<file path="src/hdl/rasterPkg.sv">
// Shared types for the rasterizer core
// Packet slot layout, vector typedefs, FSM enums and box field helpers
package rasterPkg;

    // One 32-bit word of the triangle stream
    typedef logic [31:0] wordT;
    // Edge-function values and increments are two's complement
    typedef logic signed [31:0] edgeT;
    // Screen coordinate, one half of a bounding box word
    typedef logic [15:0] coordT;
    typedef logic [15:0] fbIndexT;
    // Wide enough to count one past the last packet slot
    typedef logic [3:0] slotT;

    localparam int triangleWords = 11;
    localparam int edgeCount = 3;

    // Packet word order
    localparam int bbStartSlot = 0;
    localparam int bbEndSlot = 1;
    localparam int w0Slot = 2;
    localparam int w1Slot = 3;
    localparam int w2Slot = 4;
    localparam int w0XSlot = 5;
    localparam int w1XSlot = 6;
    localparam int w2XSlot = 7;
    localparam int w0YSlot = 8;
    localparam int w1YSlot = 9;
    localparam int w2YSlot = 10;

    typedef enum logic [1:0]
    {
        rasterIdle,
        rasterInit,
        rasterWalk
    } rasterStateT;

    typedef enum logic [2:0]
    {
        walkStart,
        walkSearchEdge,
        walkWalkOut,
        walkWalk,
        walkCheckDir
    } walkStateT;

    typedef enum logic
    {
        dirLeft,
        dirRight
    } walkDirT;

    // A box word holds y in the upper half and x in the lower half
    function automatic coordT boxX(wordT word);
        return word[15:0];
    endfunction

    function automatic coordT boxY(wordT word);
        return word[31:16];
    endfunction

endpackage

</file>
<file path="src/hdl/edgeStepIf.sv">
// Step commands from the walker and the inside test from the edge unit
`timescale 1ns/1ps

interface edgeStepIf import rasterPkg::*; ();

    // Copy a fresh triangle into the accumulators
    logic load;
    // Pixel step in the direction given by dir
    logic advance;
    // Line step, one row down
    logic lineStep;
    walkDirT dir;
    // All three edge functions are non-negative at the current position
    logic isInside;

    modport walker
    (
        output load, advance, lineStep, dir,
        input  isInside
    );

    modport edges
    (
        input  load, advance, lineStep, dir,
        output isInside
    );

endinterface

</file>
<file path="src/hdl/triangleIf.sv">
// Loaded triangle record passed from the loader to the walker and edge unit
`timescale 1ns/1ps

interface triangleIf import rasterPkg::*; ();

    // High while a complete triangle waits in the loader
    logic loaded;
    // One-cycle pulse from the walker, both consumers copy the record on it
    logic take;

    wordT bbStart;
    wordT bbEnd;
    // Start values and per-pixel and per-line increments of the three edges
    edgeT [edgeCount-1:0] w;
    edgeT [edgeCount-1:0] wX;
    edgeT [edgeCount-1:0] wY;

    modport loader
    (
        output loaded, bbStart, bbEnd, w, wX, wY,
        input  take
    );

    modport walker
    (
        input  loaded, bbStart, bbEnd,
        output take
    );

    // The edge unit copies on the walker's load command
    modport edges
    (
        input w, wX, wY
    );

endinterface

</file>
<file path="src/hdl/edgeFunctions.sv">
// Edge-function unit
// Three accumulators stepped by pixel and by line, plus the inside test
`timescale 1ns/1ps

module edgeFunctions import rasterPkg::*;
(
    input  logic     clk,
    input  logic     reset,
    triangleIf.edges triangle,
    edgeStepIf.edges step
);

    edgeT [edgeCount-1:0] acc;
    edgeT [edgeCount-1:0] incX;
    edgeT [edgeCount-1:0] incY;
    logic [edgeCount-1:0] nonNegative;
    // Set once a triangle has been copied in
    logic armed;

    // A pixel is inside when no edge function has its sign bit set
    always_comb
    begin
        for (int i = 0; i < edgeCount; i++)
        begin
            nonNegative[i] = !acc[i][31];
        end
    end

    // Nothing counts as inside before the first triangle arrives
    assign step.isInside = armed & (&nonNegative);

    always_ff @(posedge clk)
    begin
        if (reset)
        begin
            armed <= 1'b0;
        end
        else if (step.load)
        begin
            armed <= 1'b1;
        end
    end

    // The walker never asks for a line step and a pixel step together
    always_ff @(posedge clk)
    begin
        if (step.load)
        begin
            acc <= triangle.w;
            incX <= triangle.wX;
            incY <= triangle.wY;
        end
        else
        begin
            for (int i = 0; i < edgeCount; i++)
            begin
                if (step.lineStep)
                begin
                    acc[i] <= acc[i] + incY[i];
                end
                else if (step.advance)
                begin
                    // Walking left undoes the x increment
                    if (step.dir == dirRight)
                    begin
                        acc[i] <= acc[i] + incX[i];
                    end
                    else
                    begin
                        acc[i] <= acc[i] - incX[i];
                    end
                end
            end
        end
    end

endmodule

</file>
<file path="src/hdl/edgeWalker.sv">
// Raster FSM and zig-zag edge walker
// Keeps the x/y position, walk direction and the latched bounding box
`timescale 1ns/1ps

module edgeWalker import rasterPkg::*;
#(
    parameter int yResolution = 128
)
(
    input  logic      clk,
    input  logic      reset,
    triangleIf.walker triangle,
    edgeStepIf.walker step,
    input  logic      fragmentReady,
    output logic      running,
    output logic      hit,
    output coordT     x,
    output coordT     y
);

    rasterStateT rasterState;
    walkStateT walkState;
    walkDirT dir;
    // Set after one box edge was reached without finding the triangle
    logic tryOtherSide;
    logic takePending;

    coordT boxStartX;
    coordT boxStartY;
    coordT boxEndX;
    coordT boxEndY;

    logic active;
    logic inRange;
    logic inBox;
    logic inTriangleAndBox;
    logic emitState;
    logic lineStep;

    // Every walk step waits for the fragment sink, otherwise all state holds
    assign active = (rasterState == rasterWalk) & fragmentReady;

    // Rows at or past the box end or the screen bottom end the walk
    assign inRange = (y < boxEndY) && (y < yResolution);
    // The box end is exclusive
    assign inBox = (x >= boxStartX) && (x < boxEndX);
    assign inTriangleAndBox = step.isInside & inBox;

    // Only these states shade the pixel they stand on
    assign emitState = (walkState == walkStart) | (walkState == walkSearchEdge)
        | (walkState == walkWalk);
    assign hit = (rasterState == rasterWalk) & inRange & emitState & inTriangleAndBox;

    // Leaving the triangle while walking moves one row down.
    // The direction check spends a cycle without any step
    assign lineStep = active & (walkState == walkWalk) & !inTriangleAndBox;

    assign step.lineStep = lineStep;
    assign step.advance = active & (walkState != walkCheckDir) & !lineStep;
    assign step.dir = dir;
    assign step.load = takePending;
    assign triangle.take = takePending;

    // Private copy of the box so that the loader can refill at once
    always_ff @(posedge clk)
    begin
        if (takePending)
        begin
            boxStartX <= boxX(triangle.bbStart);
            boxStartY <= boxY(triangle.bbStart);
            boxEndX <= boxX(triangle.bbEnd);
            boxEndY <= boxY(triangle.bbEnd);
        end
    end

    always_ff @(posedge clk)
    begin
        if (reset)
        begin
            rasterState <= rasterIdle;
            walkState <= walkStart;
            dir <= dirRight;
            tryOtherSide <= 1'b0;
            takePending <= 1'b0;
            running <= 1'b0;
            x <= '0;
            y <= '0;
        end
        else
        begin
            case (rasterState)
                rasterIdle:
                begin
                    // Take is raised one cycle after a loaded triangle shows up
                    if (takePending)
                    begin
                        takePending <= 1'b0;
                        running <= 1'b1;
                        rasterState <= rasterInit;
                    end
                    else if (triangle.loaded)
                    begin
                        takePending <= 1'b1;
                    end
                end

                rasterInit:
                begin
                    x <= boxStartX;
                    y <= boxStartY;
                    dir <= dirRight;
                    tryOtherSide <= 1'b0;
                    walkState <= walkStart;
                    rasterState <= rasterWalk;
                end

                rasterWalk:
                begin
                    if (fragmentReady)
                    begin
                        // Position follows the same step the accumulators take
                        if (lineStep)
                        begin
                            y <= y + coordT'(1);
                        end
                        else if (step.advance)
                        begin
                            x <= (dir == dirRight) ? x + coordT'(1) : x - coordT'(1);
                        end

                        if (inRange)
                        begin
                            case (walkState)
                                walkStart:
                                begin
                                    walkState <= inTriangleAndBox ? walkWalk : walkSearchEdge;
                                end

                                walkCheckDir:
                                begin
                                    // Inside after the line step means the edge lies ahead
                                    if (step.isInside)
                                    begin
                                        walkState <= walkWalkOut;
                                    end
                                    else
                                    begin
                                        // Most likely the triangle is behind us
                                        dir <= (dir == dirRight) ? dirLeft : dirRight;
                                        walkState <= walkSearchEdge;
                                    end
                                end

                                walkSearchEdge:
                                begin
                                    if (inTriangleAndBox)
                                    begin
                                        tryOtherSide <= 1'b0;
                                        walkState <= walkWalk;
                                    end
                                    else if (x == boxEndX)
                                    begin
                                        // Both sides searched, so the row is empty
                                        if ((dir == dirRight) && tryOtherSide)
                                        begin
                                            tryOtherSide <= 1'b0;
                                            walkState <= walkWalk;
                                        end
                                        else
                                        begin
                                            tryOtherSide <= 1'b1;
                                            dir <= dirLeft;
                                        end
                                    end
                                    else if (x == boxStartX)
                                    begin
                                        // Same retry at the left edge of the box
                                        if ((dir == dirLeft) && tryOtherSide)
                                        begin
                                            tryOtherSide <= 1'b0;
                                            walkState <= walkWalk;
                                        end
                                        else
                                        begin
                                            tryOtherSide <= 1'b1;
                                            dir <= dirRight;
                                        end
                                    end
                                end

                                walkWalkOut:
                                begin
                                    // Skip to the far edge, then turn and shade back
                                    if (!step.isInside || (x == boxStartX) || (x >= boxEndX))
                                    begin
                                        dir <= (dir == dirRight) ? dirLeft : dirRight;
                                        walkState <= walkSearchEdge;
                                    end
                                end

                                walkWalk:
                                begin
                                    if (!inTriangleAndBox)
                                    begin
                                        walkState <= walkCheckDir;
                                    end
                                end

                                default:
                                begin
                                    walkState <= walkStart;
                                end
                            endcase
                        end
                        else
                        begin
                            // Below the box or the screen, nothing more to hit
                            running <= 1'b0;
                            rasterState <= rasterIdle;
                        end
                    end
                end

                default:
                begin
                    rasterState <= rasterIdle;
                end
            endcase
        end
    end

endmodule

</file>
<file path="src/hdl/fragmentOut.sv">
// Fragment output register
// Holds the fragment under back-pressure and computes its framebuffer index
`timescale 1ns/1ps

module fragmentOut import rasterPkg::*;
#(
    parameter int xResolution = 128,
    parameter int yResolution = 128
)
(
    input  logic    clk,
    input  logic    reset,
    input  logic    fragmentReady,
    input  logic    running,
    input  logic    hit,
    input  coordT   x,
    input  coordT   y,
    output logic    fragmentValid,
    output fbIndexT fragmentIndex,
    output coordT   fragmentX,
    output coordT   fragmentY
);

    fbIndexT flippedRow;
    fbIndexT pixelIndex;

    // The framebuffer stores the bottom row first
    assign flippedRow = fbIndexT'(yResolution - 1) - fbIndexT'(y);
    assign pixelIndex = fbIndexT'(flippedRow * fbIndexT'(xResolution)) + fbIndexT'(x);

    // Loading only on ready keeps a pending fragment stable until accepted
    always_ff @(posedge clk)
    begin
        if (reset)
        begin
            fragmentValid <= 1'b0;
        end
        else if (fragmentReady)
        begin
            fragmentValid <= hit & running;
        end
    end

    always_ff @(posedge clk)
    begin
        if (fragmentReady)
        begin
            fragmentIndex <= pixelIndex;
            fragmentX <= x;
            fragmentY <= y;
        end
    end

endmodule

</file>
<file path="src/hdl/rasterizer.sv">
// Rasterizer core top level
// Loader, edge-function unit, edge walker and fragment output stage
`timescale 1ns/1ps

module rasterizer import rasterPkg::*;
#(
    parameter int xResolution = 128,
    parameter int yResolution = 128
)
(
    input  logic    clk,
    input  logic    reset,

    // Triangle packet stream
    input  logic    triangleValid,
    output logic    triangleReady,
    input  logic    triangleLast,
    input  wordT    triangleData,

    // Fragment stream
    output logic    fragmentValid,
    input  logic    fragmentReady,
    output fbIndexT fragmentIndex,
    output coordT   fragmentX,
    output coordT   fragmentY,

    // High while a triangle is being walked
    output logic    running
);

    triangleIf triangle ();
    edgeStepIf step ();

    logic hit;
    coordT x;
    coordT y;

    triangleLoader loader
    (
        .clk           (clk),
        .reset         (reset),
        .triangleValid (triangleValid),
        .triangleReady (triangleReady),
        .triangleLast  (triangleLast),
        .triangleData  (triangleData),
        .triangle      (triangle.loader)
    );

    edgeFunctions edges
    (
        .clk      (clk),
        .reset    (reset),
        .triangle (triangle.edges),
        .step     (step.edges)
    );

    edgeWalker #(
        .yResolution (yResolution)
    ) walker (
        .clk           (clk),
        .reset         (reset),
        .triangle      (triangle.walker),
        .step          (step.walker),
        .fragmentReady (fragmentReady),
        .running       (running),
        .hit           (hit),
        .x             (x),
        .y             (y)
    );

    fragmentOut #(
        .xResolution (xResolution),
        .yResolution (yResolution)
    ) output0 (
        .clk           (clk),
        .reset         (reset),
        .fragmentReady (fragmentReady),
        .running       (running),
        .hit           (hit),
        .x             (x),
        .y             (y),
        .fragmentValid (fragmentValid),
        .fragmentIndex (fragmentIndex),
        .fragmentX     (fragmentX),
        .fragmentY     (fragmentY)
    );

endmodule

</file>
<file path="src/hdl/triangleLoader.sv">
// Triangle packet loader
// Stores stream words by slot and offers the finished record to the walker
`timescale 1ns/1ps

module triangleLoader import rasterPkg::*;
(
    input  logic      clk,
    input  logic      reset,
    input  logic      triangleValid,
    output logic      triangleReady,
    input  logic      triangleLast,
    input  wordT      triangleData,
    triangleIf.loader triangle
);

    wordT words [triangleWords];
    slotT slotIndex;
    logic accept;
    logic loadedNext;

    assign accept = triangleValid & triangleReady;

    // A record becomes loaded with its last word and is released by take.
    // Ready is never high while loaded, so both cannot happen at once
    always_comb
    begin
        loadedNext = triangle.loaded;
        if (accept & triangleLast)
        begin
            loadedNext = 1'b1;
        end
        else if (triangle.take)
        begin
            loadedNext = 1'b0;
        end
    end

    always_ff @(posedge clk)
    begin
        if (reset)
        begin
            slotIndex <= '0;
            triangle.loaded <= 1'b0;
            triangleReady <= 1'b0;
        end
        else
        begin
            triangle.loaded <= loadedNext;
            // Registered so that ready stays low through reset
            triangleReady <= !loadedNext;
            if (accept)
            begin
                if (triangleLast)
                begin
                    slotIndex <= '0;
                end
                else if (slotIndex < triangleWords)
                begin
                    slotIndex <= slotIndex + slotT'(1);
                end
            end
        end
    end

    // Words beyond the last slot are accepted but not stored
    always_ff @(posedge clk)
    begin
        if (accept && (slotIndex < triangleWords))
        begin
            words[slotIndex] <= triangleData;
        end
    end

    assign triangle.bbStart = words[bbStartSlot];
    assign triangle.bbEnd = words[bbEndSlot];
    assign triangle.w = {words[w2Slot], words[w1Slot], words[w0Slot]};
    assign triangle.wX = {words[w2XSlot], words[w1XSlot], words[w0XSlot]};
    assign triangle.wY = {words[w2YSlot], words[w1YSlot], words[w0YSlot]};

endmodule

</file>
<file path="config.mk">
export PLATFORM = sky130hd
export DESIGN_NAME = rasterizer
export DESIGN_NICKNAME = d
export VERILOG_FILES = /design/src/hdl/rasterPkg.sv /design/src/hdl/edgeStepIf.sv /design/src/hdl/triangleIf.sv /design/src/hdl/edgeFunctions.sv /design/src/hdl/edgeWalker.sv /design/src/hdl/fragmentOut.sv /design/src/hdl/rasterizer.sv /design/src/hdl/triangleLoader.sv
export SDC_FILE = /design/constraint.sdc
export NUM_CORES = 1
export LEC_CHECK = 0
export BUFFER_PORTS_ARGS = -buffer_cell sky130_fd_sc_hd__clkbuf_2
export CAP_MARGIN = 0
export CORE_ASPECT_RATIO = 0.8
export CORE_MARGIN = 2
export CORE_UTILIZATION = 25
export CTS_CLUSTER_DIAMETER = 30
export CTS_CLUSTER_SIZE = 10
export DETAILED_ROUTE_END_ITERATION = 10
export PLACE_DENSITY_LB_ADDON = 0.08
export SYNTH_ARGS = -nofsm -noshare
export SYNTH_HDL_FRONTEND = slang
export SYNTH_SLANG_ARGS = --single-unit
</file>
<file path="constraint.sdc">
create_clock -name clk -period 19 [get_ports clk]
set_input_delay 1.9 -clock clk [delete_from_list [all_inputs] [get_ports clk]]
set_output_delay 1.9 -clock clk [all_outputs]
set_load 0.02 [all_outputs]
</file>
==> results of run 1 <==
## flip-flops by register name, summed over array words and instances, names as in the netlist, 96 cells and up
| signal | cells |
|---|---|
| loader.words | 352 |
| edges.acc | 96 |
| edges.incX | 96 |
| edges.incY | 96 |
## through the flow
stage / worst slack (ns) / hold WS (ns) / total power, mW
CTS: 12.26 / 0.3933 / 6.163
global route: 11.86 / 0.4112 / 6.333
finish: 12.40 / 0.4019 / 6.061
global placement: 11.79 / 0.4004 / 2.774
detailed placement: 11.72 / 0.4045 / 2.781
floorplan: 9.543 / 0.4003 / 2.571
## how the worst min path moves through the flow
stage / end / slack, ns
finish: edges.incY[36]$_DFFE_PP_ / 0.40
global route: edges.incY[92]$_DFFE_PP_ / 0.41
CTS: edges.incY[36]$_DFFE_PP_ / 0.39
detailed placement: edges.incX[19]$_DFFE_PP_ / 0.40
global placement: edges.incY[81]$_DFFE_PP_ / 0.40
floorplan: edges.incX[0]$_DFFE_PP_ / 0.40
## cells in the final DEF, fill, tap and decap left out, types with 15 or more instances in the layout
master	n
clkinv_2	27
nor3_1	50
dfxtp_1	47
nand4_1	20
or4_1	19
clkinvlp_4	17
bufinv_16	31
a211oi_1	33
o31ai_1	15
nand2b_1	17
o21a_1	17
o211ai_1	16
xnor2_1	132
xor2_1	46
mux2i_1	21
nor2_1	260
nand3_1	36
or3_1	15
buf_4	26
inv_1	118
o21ai_0	145
a31oi_1	22
clkbuf_16	189
nor4_1	18
clkbuf_2	87
edfxtp_1	745
nand2_1	197
a21oi_1	251
and3_1	16
and2_1	15
a21o_1	63
inv_6	26
clkinv_1	21
ha_1	182
nor2b_1	20
## kinds of logic after synthesis
kind of cell / synth area share
AO/OA/AOI/OAI: 0.1171
XOR/XNOR: 0.04323
AND/OR/NAND/NOR: 0.09405
flip-flops: 0.6475
adder cells (fa/ha/maj): 0.06592
buffers and inverters: 0.02262
multiplexers: 0.009575
## final cells by class
type | count | area [um2]
Clock buffer | 206 | 4823
Inverter | 118 | 442.9
Multi-Input combinational cell | 1802 | 11920
Antenna cell | 3 | 7.507
Fill cell | 14270 | 97680
Clock inverter | 143 | 1773
Sequential cell | 794 | 23360
Timing Repair Buffer | 115 | 670.6
Tap cell | 1890 | 2365
## per-layer routing
layer	vias to the layer above	track usage	wire (um)
li1	11050	-	-
met1	11120	0.1840	48290
met2	441	0.2076	43540
met3	178	0.02594	3912
met4	0	0.05197	2381
met5	-	0	0
## power by group through the flow
| stage | clock [mW] | combinational (mW) | sequential (mW) |
|---|---|---|---|
| final | 3.33 | 0.618 | 2.12 |
| after floorplan | 0 | 0.410 | 2.16 |
| after global routing | 3.50 | 0.704 | 2.13 |
| after global placement | 0 | 0.623 | 2.15 |
| after detailed placement | 0 | 0.630 | 2.15 |
| after CTS | 3.41 | 0.632 | 2.12 |
## critical path: stages, from the launching register on
cell,delay (ns)
dfxtp_1,0.55
ha_1,0.34
a21oi_1,0.15
o21ai_0,0.21
a21oi_1,0.27
o2111ai_1,0.21
o21bai_2,0.26
buf_4,0.19
nand2_4,0.23
buf_12,0.55
mux2_2,0.30
ha_1,0.19
inv_1,0.07
fa_1,0.41
nor2b_1,0.16
o21bai_1,0.12
a211o_1,0.33
a21oi_1,0.44
o2111ai_1,0.22
a211o_1,0.37
a21oi_1,0.33
a2111o_1,0.20
o211ai_1,0.08
==> run_results.csv, run 1 <==
group,metric,value,unit
logic_synthesis,ys_types,82,
detailed_routing,drt-vias-per-instance,4.492,
logic_synthesis,synth_edf_count,745,
grt,antenna_found_initial,10,
logic_synthesis,synth_seq_cells,794,
critical_path,r2r_start,"walker.x[7]$_SDFFE_PP0P_",
detailed_routing,first_pass_iters,6,
logic_synthesis,synthFlopType,"edfxtp_1",
sta,clock_skew,0.03039,ns
cts,cts_buffer_depth,3,
floorplan,floorplan.rows,124,
critical_path,crit_required,19.52,ns
cells_and_area,stdcell_count,5071,
logic_synthesis,netlist_top_cells_area,"edfxtp_1 (62%), ha_1 (6.3%), a21oi_1 (3.5%)",
worst_hold_path,min_from,"loader.words[9][4]$_DFFE_PP_",
floorplan,core,143000,um2
cells_and_area,drive_gt1_frac,0.1504,
logic_synthesis,synth.avg_cell_area,12.86,um2
power,p_switching,1.527,mW
cts,clk_pin_slew,0.05,ns
critical_path,criticalPathCategory,"reg2reg",
cts,cts_setup_buffers,0,
logic_synthesis,syn_nets,3029,
power,swShare,0.2519,
logic_synthesis,synth_async_sr_flop_share,0,
place,placed_cells,4719,
floorplan,dieArea,147300,um2
detailed_routing,wl_per_cell,19.35,um
detailed_routing,wirelength,98120,um
logic_synthesis,synth.top_cell.area_share,0.6203,
sta,rsz0062_at_grt,"no",
logic_synthesis,netlist_area,36060,um2
place,dpl_cell_area,38760,um2
detailed_routing,first_iter_violations,1388,
detailed_routing,vias,22780,
sta,hold_viol,0,
sta,fmax,151.6,MHz
sta,drv_slew,0,
critical_path,r2r_slack,12.40,ns
power,p_per_area,133.6,nW/um2
detailed_routing,drcViolationCount,0,
critical_path,crit_fanout,164,
grt,grt_pass1_wl,148300,um
power,total_leakage_power,16.44,nW
critical_path,crit_end,"edges.acc[30]$_DFFE_PP_",
sta,maxSlewHeadroom,0.2829,
cts,cts_tree,"built",
power,ir_worst_vdd,0.0001001,V
status,status,"finished, final reports clean",
power,seqPwrFrac,0.349,
critical_path,rr_worst_depth,22,
critical_path,critPathLaunch,"walker.x[7]$_SDFFE_PP0P_",
sta,tns,0,ns
cts,clock_latency,0.79,ns
sta,worstMarginPinSlew,1.076,ns
logic_synthesis,yosysTopAreaCell,"edfxtp_1",
cells_and_area,fin_nets,3240,
cts,cts-root-buf,"clkbuf_16",
cells_and_area,finish.instance_area,45360,um2
sta,fin_crit_sh,0.3473,
floorplan,die_w,428.6,um
cts,cts.repair.resized,0,
grt,grt_max_degree,167,
power,pwr-share-clk,0.549,
place,gp_congestion,0.7901,
critical_path,cp.arrival,7.11,ns
worst_hold_path,holdPathStages,0,
critical_path,worstSetupStartpointType,"flop",
sta,min_period,6.598,ns
cts,postCtsHoldBufs,0,
logic_synthesis,syn_inst,2805,
worst_hold_path,min-delay-path-class,"reg2reg",
grt,overflow,0,
grt,grt_pass1_vias,23590,
detailed_routing,antenna_left,0,
cts,cts.sink_count,794,
floorplan,ioPinCount,88,
critical_path,worst_r2r_endpoint,"edges.acc[30]$_DFFE_PP_",
sta,setup_viol,0,
logic_synthesis,synth.cells.most_frequent,"edfxtp_1 (745), nor2_1 (260), a21oi_1 (251)",
logic_synthesis,ys_seq_area_frac,0.6475,
cts,htree_num_levels,4,
run,max-cap-violations,0,
cells_and_area,area_growth,25.78,%
floorplan,fp.dieH,343.7,um
cts,cts-buffers-inserted,185,
grt,track_usage,0.1337,
power,internal_power,4.534,mW
place,dpl.hpwl,64400,um
power,p_comb_frac,0.102,
place,numPortBuffers,87,
cells_and_area,utilization,0.3171,
critical_path,crit_path_end_kind,"flop",
logic_synthesis,synth_most_common_cell,"edfxtp_1",
logic_synthesis,synth-warning-count,0,
floorplan,start_util,0.2521,
(Power assumes the default switching activity.)
==> inputs of run 2 (changes only) <==
==> constraint.sdc (replaced) <==
create_clock -name clk -period 6.8 [get_ports clk]
set_input_delay 0.68 -clock clk [delete_from_list [all_inputs] [get_ports clk]]
set_output_delay 0.68 -clock clk [all_outputs]
set_load 0.02 [all_outputs]
==> run 2 against run 1 <==
Net effect: worst hold slack lost 0.10 ns; maximum frequency grew 10%; critical path depth shrank 4; combinational power grew to 2.8 times the previous value; register-to-register slack lost 12 ns; non-clock buffer count grew 9; worst setup slack lost 12 ns; cell count grew 0.51%; first-iteration DRC count grew 11%; critical endpoint is now edges.acc[94]$_DFFE_PP_; largest cell class unchanged.
==> run_results.csv, run 2 (synthesis results as in run 1) <==
group,metric,value,unit
critical_path,crit_required,7.25,ns
sta,clock_skew,0.02632,ns
sta,hold_viol,0,
sta,setup_viol,0,
run,max-cap-violations,0,
cts,cts_buffer_depth,3,
place,gp_congestion,0.7982,
cts,cts.sink_count,794,
cells_and_area,regArea,23360,um2
floorplan,fp.dieH,343.7,um
cts,postCtsHoldBufs,0,
sta,drv_slew,0,
sta,fin_crit_sh,0.8788,
power,total_leakage_power,16.49,nW
cells_and_area,fin_nets,3258,
power,total_power,16.93,mW
sta,min_period,5.976,ns
cts,htree_num_levels,4,
critical_path,path_buf_inv,2,
cts,cts_tree,"built",
place,numPortBuffers,87,
detailed_routing,wirelength,103100,um
sta,holdWs,0.3004,ns
cts,cts-buffers-inserted,194,
detailed_routing,wl_per_cell,20.23,um
floorplan,start_util,0.2521,
critical_path,worstPathCellList,"inv_1, ha_1, nand3_1, nor3b_1, nand2_4, mux2_2, ha_1, inv_1, fa_1, nor2b_1, o31a_1, o311ai_1, a21boi_1, a221oi_2, o31ai_1, a211oi_2, a2111oi_0, a221oi_1",
power,p_per_area,372.4,nW/um2
floorplan,core,143000,um2
detailed_routing,vias,23330,
sta,worstMarginPinSlew,1.209,ns
floorplan,die_w,428.6,um
cells_and_area,multiInputGateArea,11920,um2
critical_path,criticalPathCategory,"reg2reg",
cts,clk_pin_slew,0.04,ns
critical_path,crit_fanout,32,
sta,fmax,167.3,MHz
cts,cts_setup_buffers,0,
place,dpl.hpwl,66020,um
sta,maxSlewHeadroom,0.1940,
cells_and_area,drive_gt1_frac,0.1528,
floorplan,ioPinCount,88,
floorplan,floorplan.rows,124,
worst_hold_path,min-delay-path-class,"in2reg",
detailed_routing,first_iter_violations,1538,
floorplan,dieArea,147300,um2
cells_and_area,regMostFlops,"loader.words",
grt,grt_pass1_vias,24030,
critical_path,crit_path_end_kind,"flop",
detailed_routing,first_pass_iters,5,
cells_and_area,area_growth,26.09,%
cells_and_area,final_common_cell,"edfxtp_1",
status,status,"finished, final reports clean",
grt,track_usage,0.1397,
detailed_routing,drcViolationCount,0,
critical_path,worst_path_largest_cell_delay,0.92,ns
cells_and_area,most-common-layout-cells,"edfxtp_1 (745), nor2_1 (260), a21oi_1 (251), nand2_1 (197), clkbuf_16 (196)",
power,ir_worst_vdd,0.0002273,V
sta,rsz0062_at_grt,"no",
cts,cts-root-buf,"clkbuf_16",
grt,antenna_found_initial,23,
cells_and_area,largest_reg_flops,352,
critical_path,critPathTopFamily,"compound AO/OA/AOI/OAI gates",
sta,tns,0,ns
cts,cts.repair.resized,0,
grt,overflow,0,
detailed_routing,antenna_left,0,
grt,grt_max_degree,123,
critical_path,cp.arrival,6.43,ns
cells_and_area,fill_cells,14270,
cts,clock_latency,0.77,ns
detailed_routing,drt-vias-per-instance,4.576,
critical_path,worstSetupStartpointType,"flop",
grt,grt_pass1_wl,153000,um
critical_path,worst_path_max_delay_cell,"nor3b_1",
==> run 2: cell types whose count changed in the layout (fill, tap and decap cells not counted), sizes merged <==
cell	before	now
diode	3	7
clkinv	65	79
clkbuf	293	304
inv	148	132
buf	28	37
bufinv	31	29
clkinvlp	17	23
==> run 2: metal layers <==
layer / global-route usage / vias up / part of all wire
met5: 0 / - / 0
met4: 0.05506 / 0 / 0.028
met3: 0.02893 / 202 / 0.056
met2: 0.2139 / 648 / 0.44
met1: 0.1932 / 11380 / 0.48
li1: - / 11090 / -
==> run 2: stage by stage <==
step / utilization / cell area [um2] / setup slack [ns] / std cells
after floorplan: - / 36070 / 0.07407 / 2805
after global placement: 0.2715 / 38840 / 0.7296 / 4728
after detailed placement: 0.2715 / 38840 / 0.6287 / 4728
after CTS: 0.3178 / 45460 / 0.6625 / 5090
after global routing: 0.3178 / 45460 / 0.3119 / 5090
final: 0.3179 / 45470 / 0.8241 / 5097
==> run 2: power breakdown <==
part / switching (mW) / internal [mW]
Combinational: 1.10 / 0.663
Clock: 2.90 / 6.36
Sequential: 0.208 / 5.70
Total: 4.21 / 12.7
==> run 2: path summary, 6_finish.rpt <==
kind / from / endpoint / slack, ns / cells after the start
worst min-delay path: triangleLast / loader.triangle.loaded$_SDFF_PP0_ / 0.30 / 3
worst max register to register: walker.rasterState[0]$_SDFFE_PP0P_ / edges.acc[94]$_DFFE_PP_ / 0.82 / 18
worst max-delay path: walker.rasterState[0]$_SDFFE_PP0P_ / edges.acc[94]$_DFFE_PP_ / 0.82 / 18
worst min register to register: loader.words[0][14]$_DFFE_PP_ / walker.boxStartX[14]$_DFFE_PP_ / 0.40 / 0
==> run 2: cell type report <==
cell class                      count  share of cell area
Timing Repair Buffer              124             0.01651
Clock buffer                      217              0.1105
Antenna cell                        7           0.0003852
Inverter                          118            0.009740
Sequential cell                   794              0.5137
Multi-Input combinational cell   1802              0.2622
Tap cell                         1890             0.05200
Clock inverter                    145             0.03503
==> run 2: worst register-to-register path, stage by stage (launching register included) <==
cell and delay [ns]:
dfxtp_1 0.31, inv_1 0.08, ha_1 0.18, nand3_1 0.15, nor3b_1 0.92, nand2_4 0.58, mux2_2 0.44, ha_1 0.18
inv_1 0.07, fa_1 0.39, nor2b_1 0.16, o31a_1 0.23, o311ai_1 0.13, a21boi_1 0.38, a221oi_2 0.15, o31ai_1 0.55
a211oi_2 0.21, a2111oi_0 0.46, a221oi_1 0.09
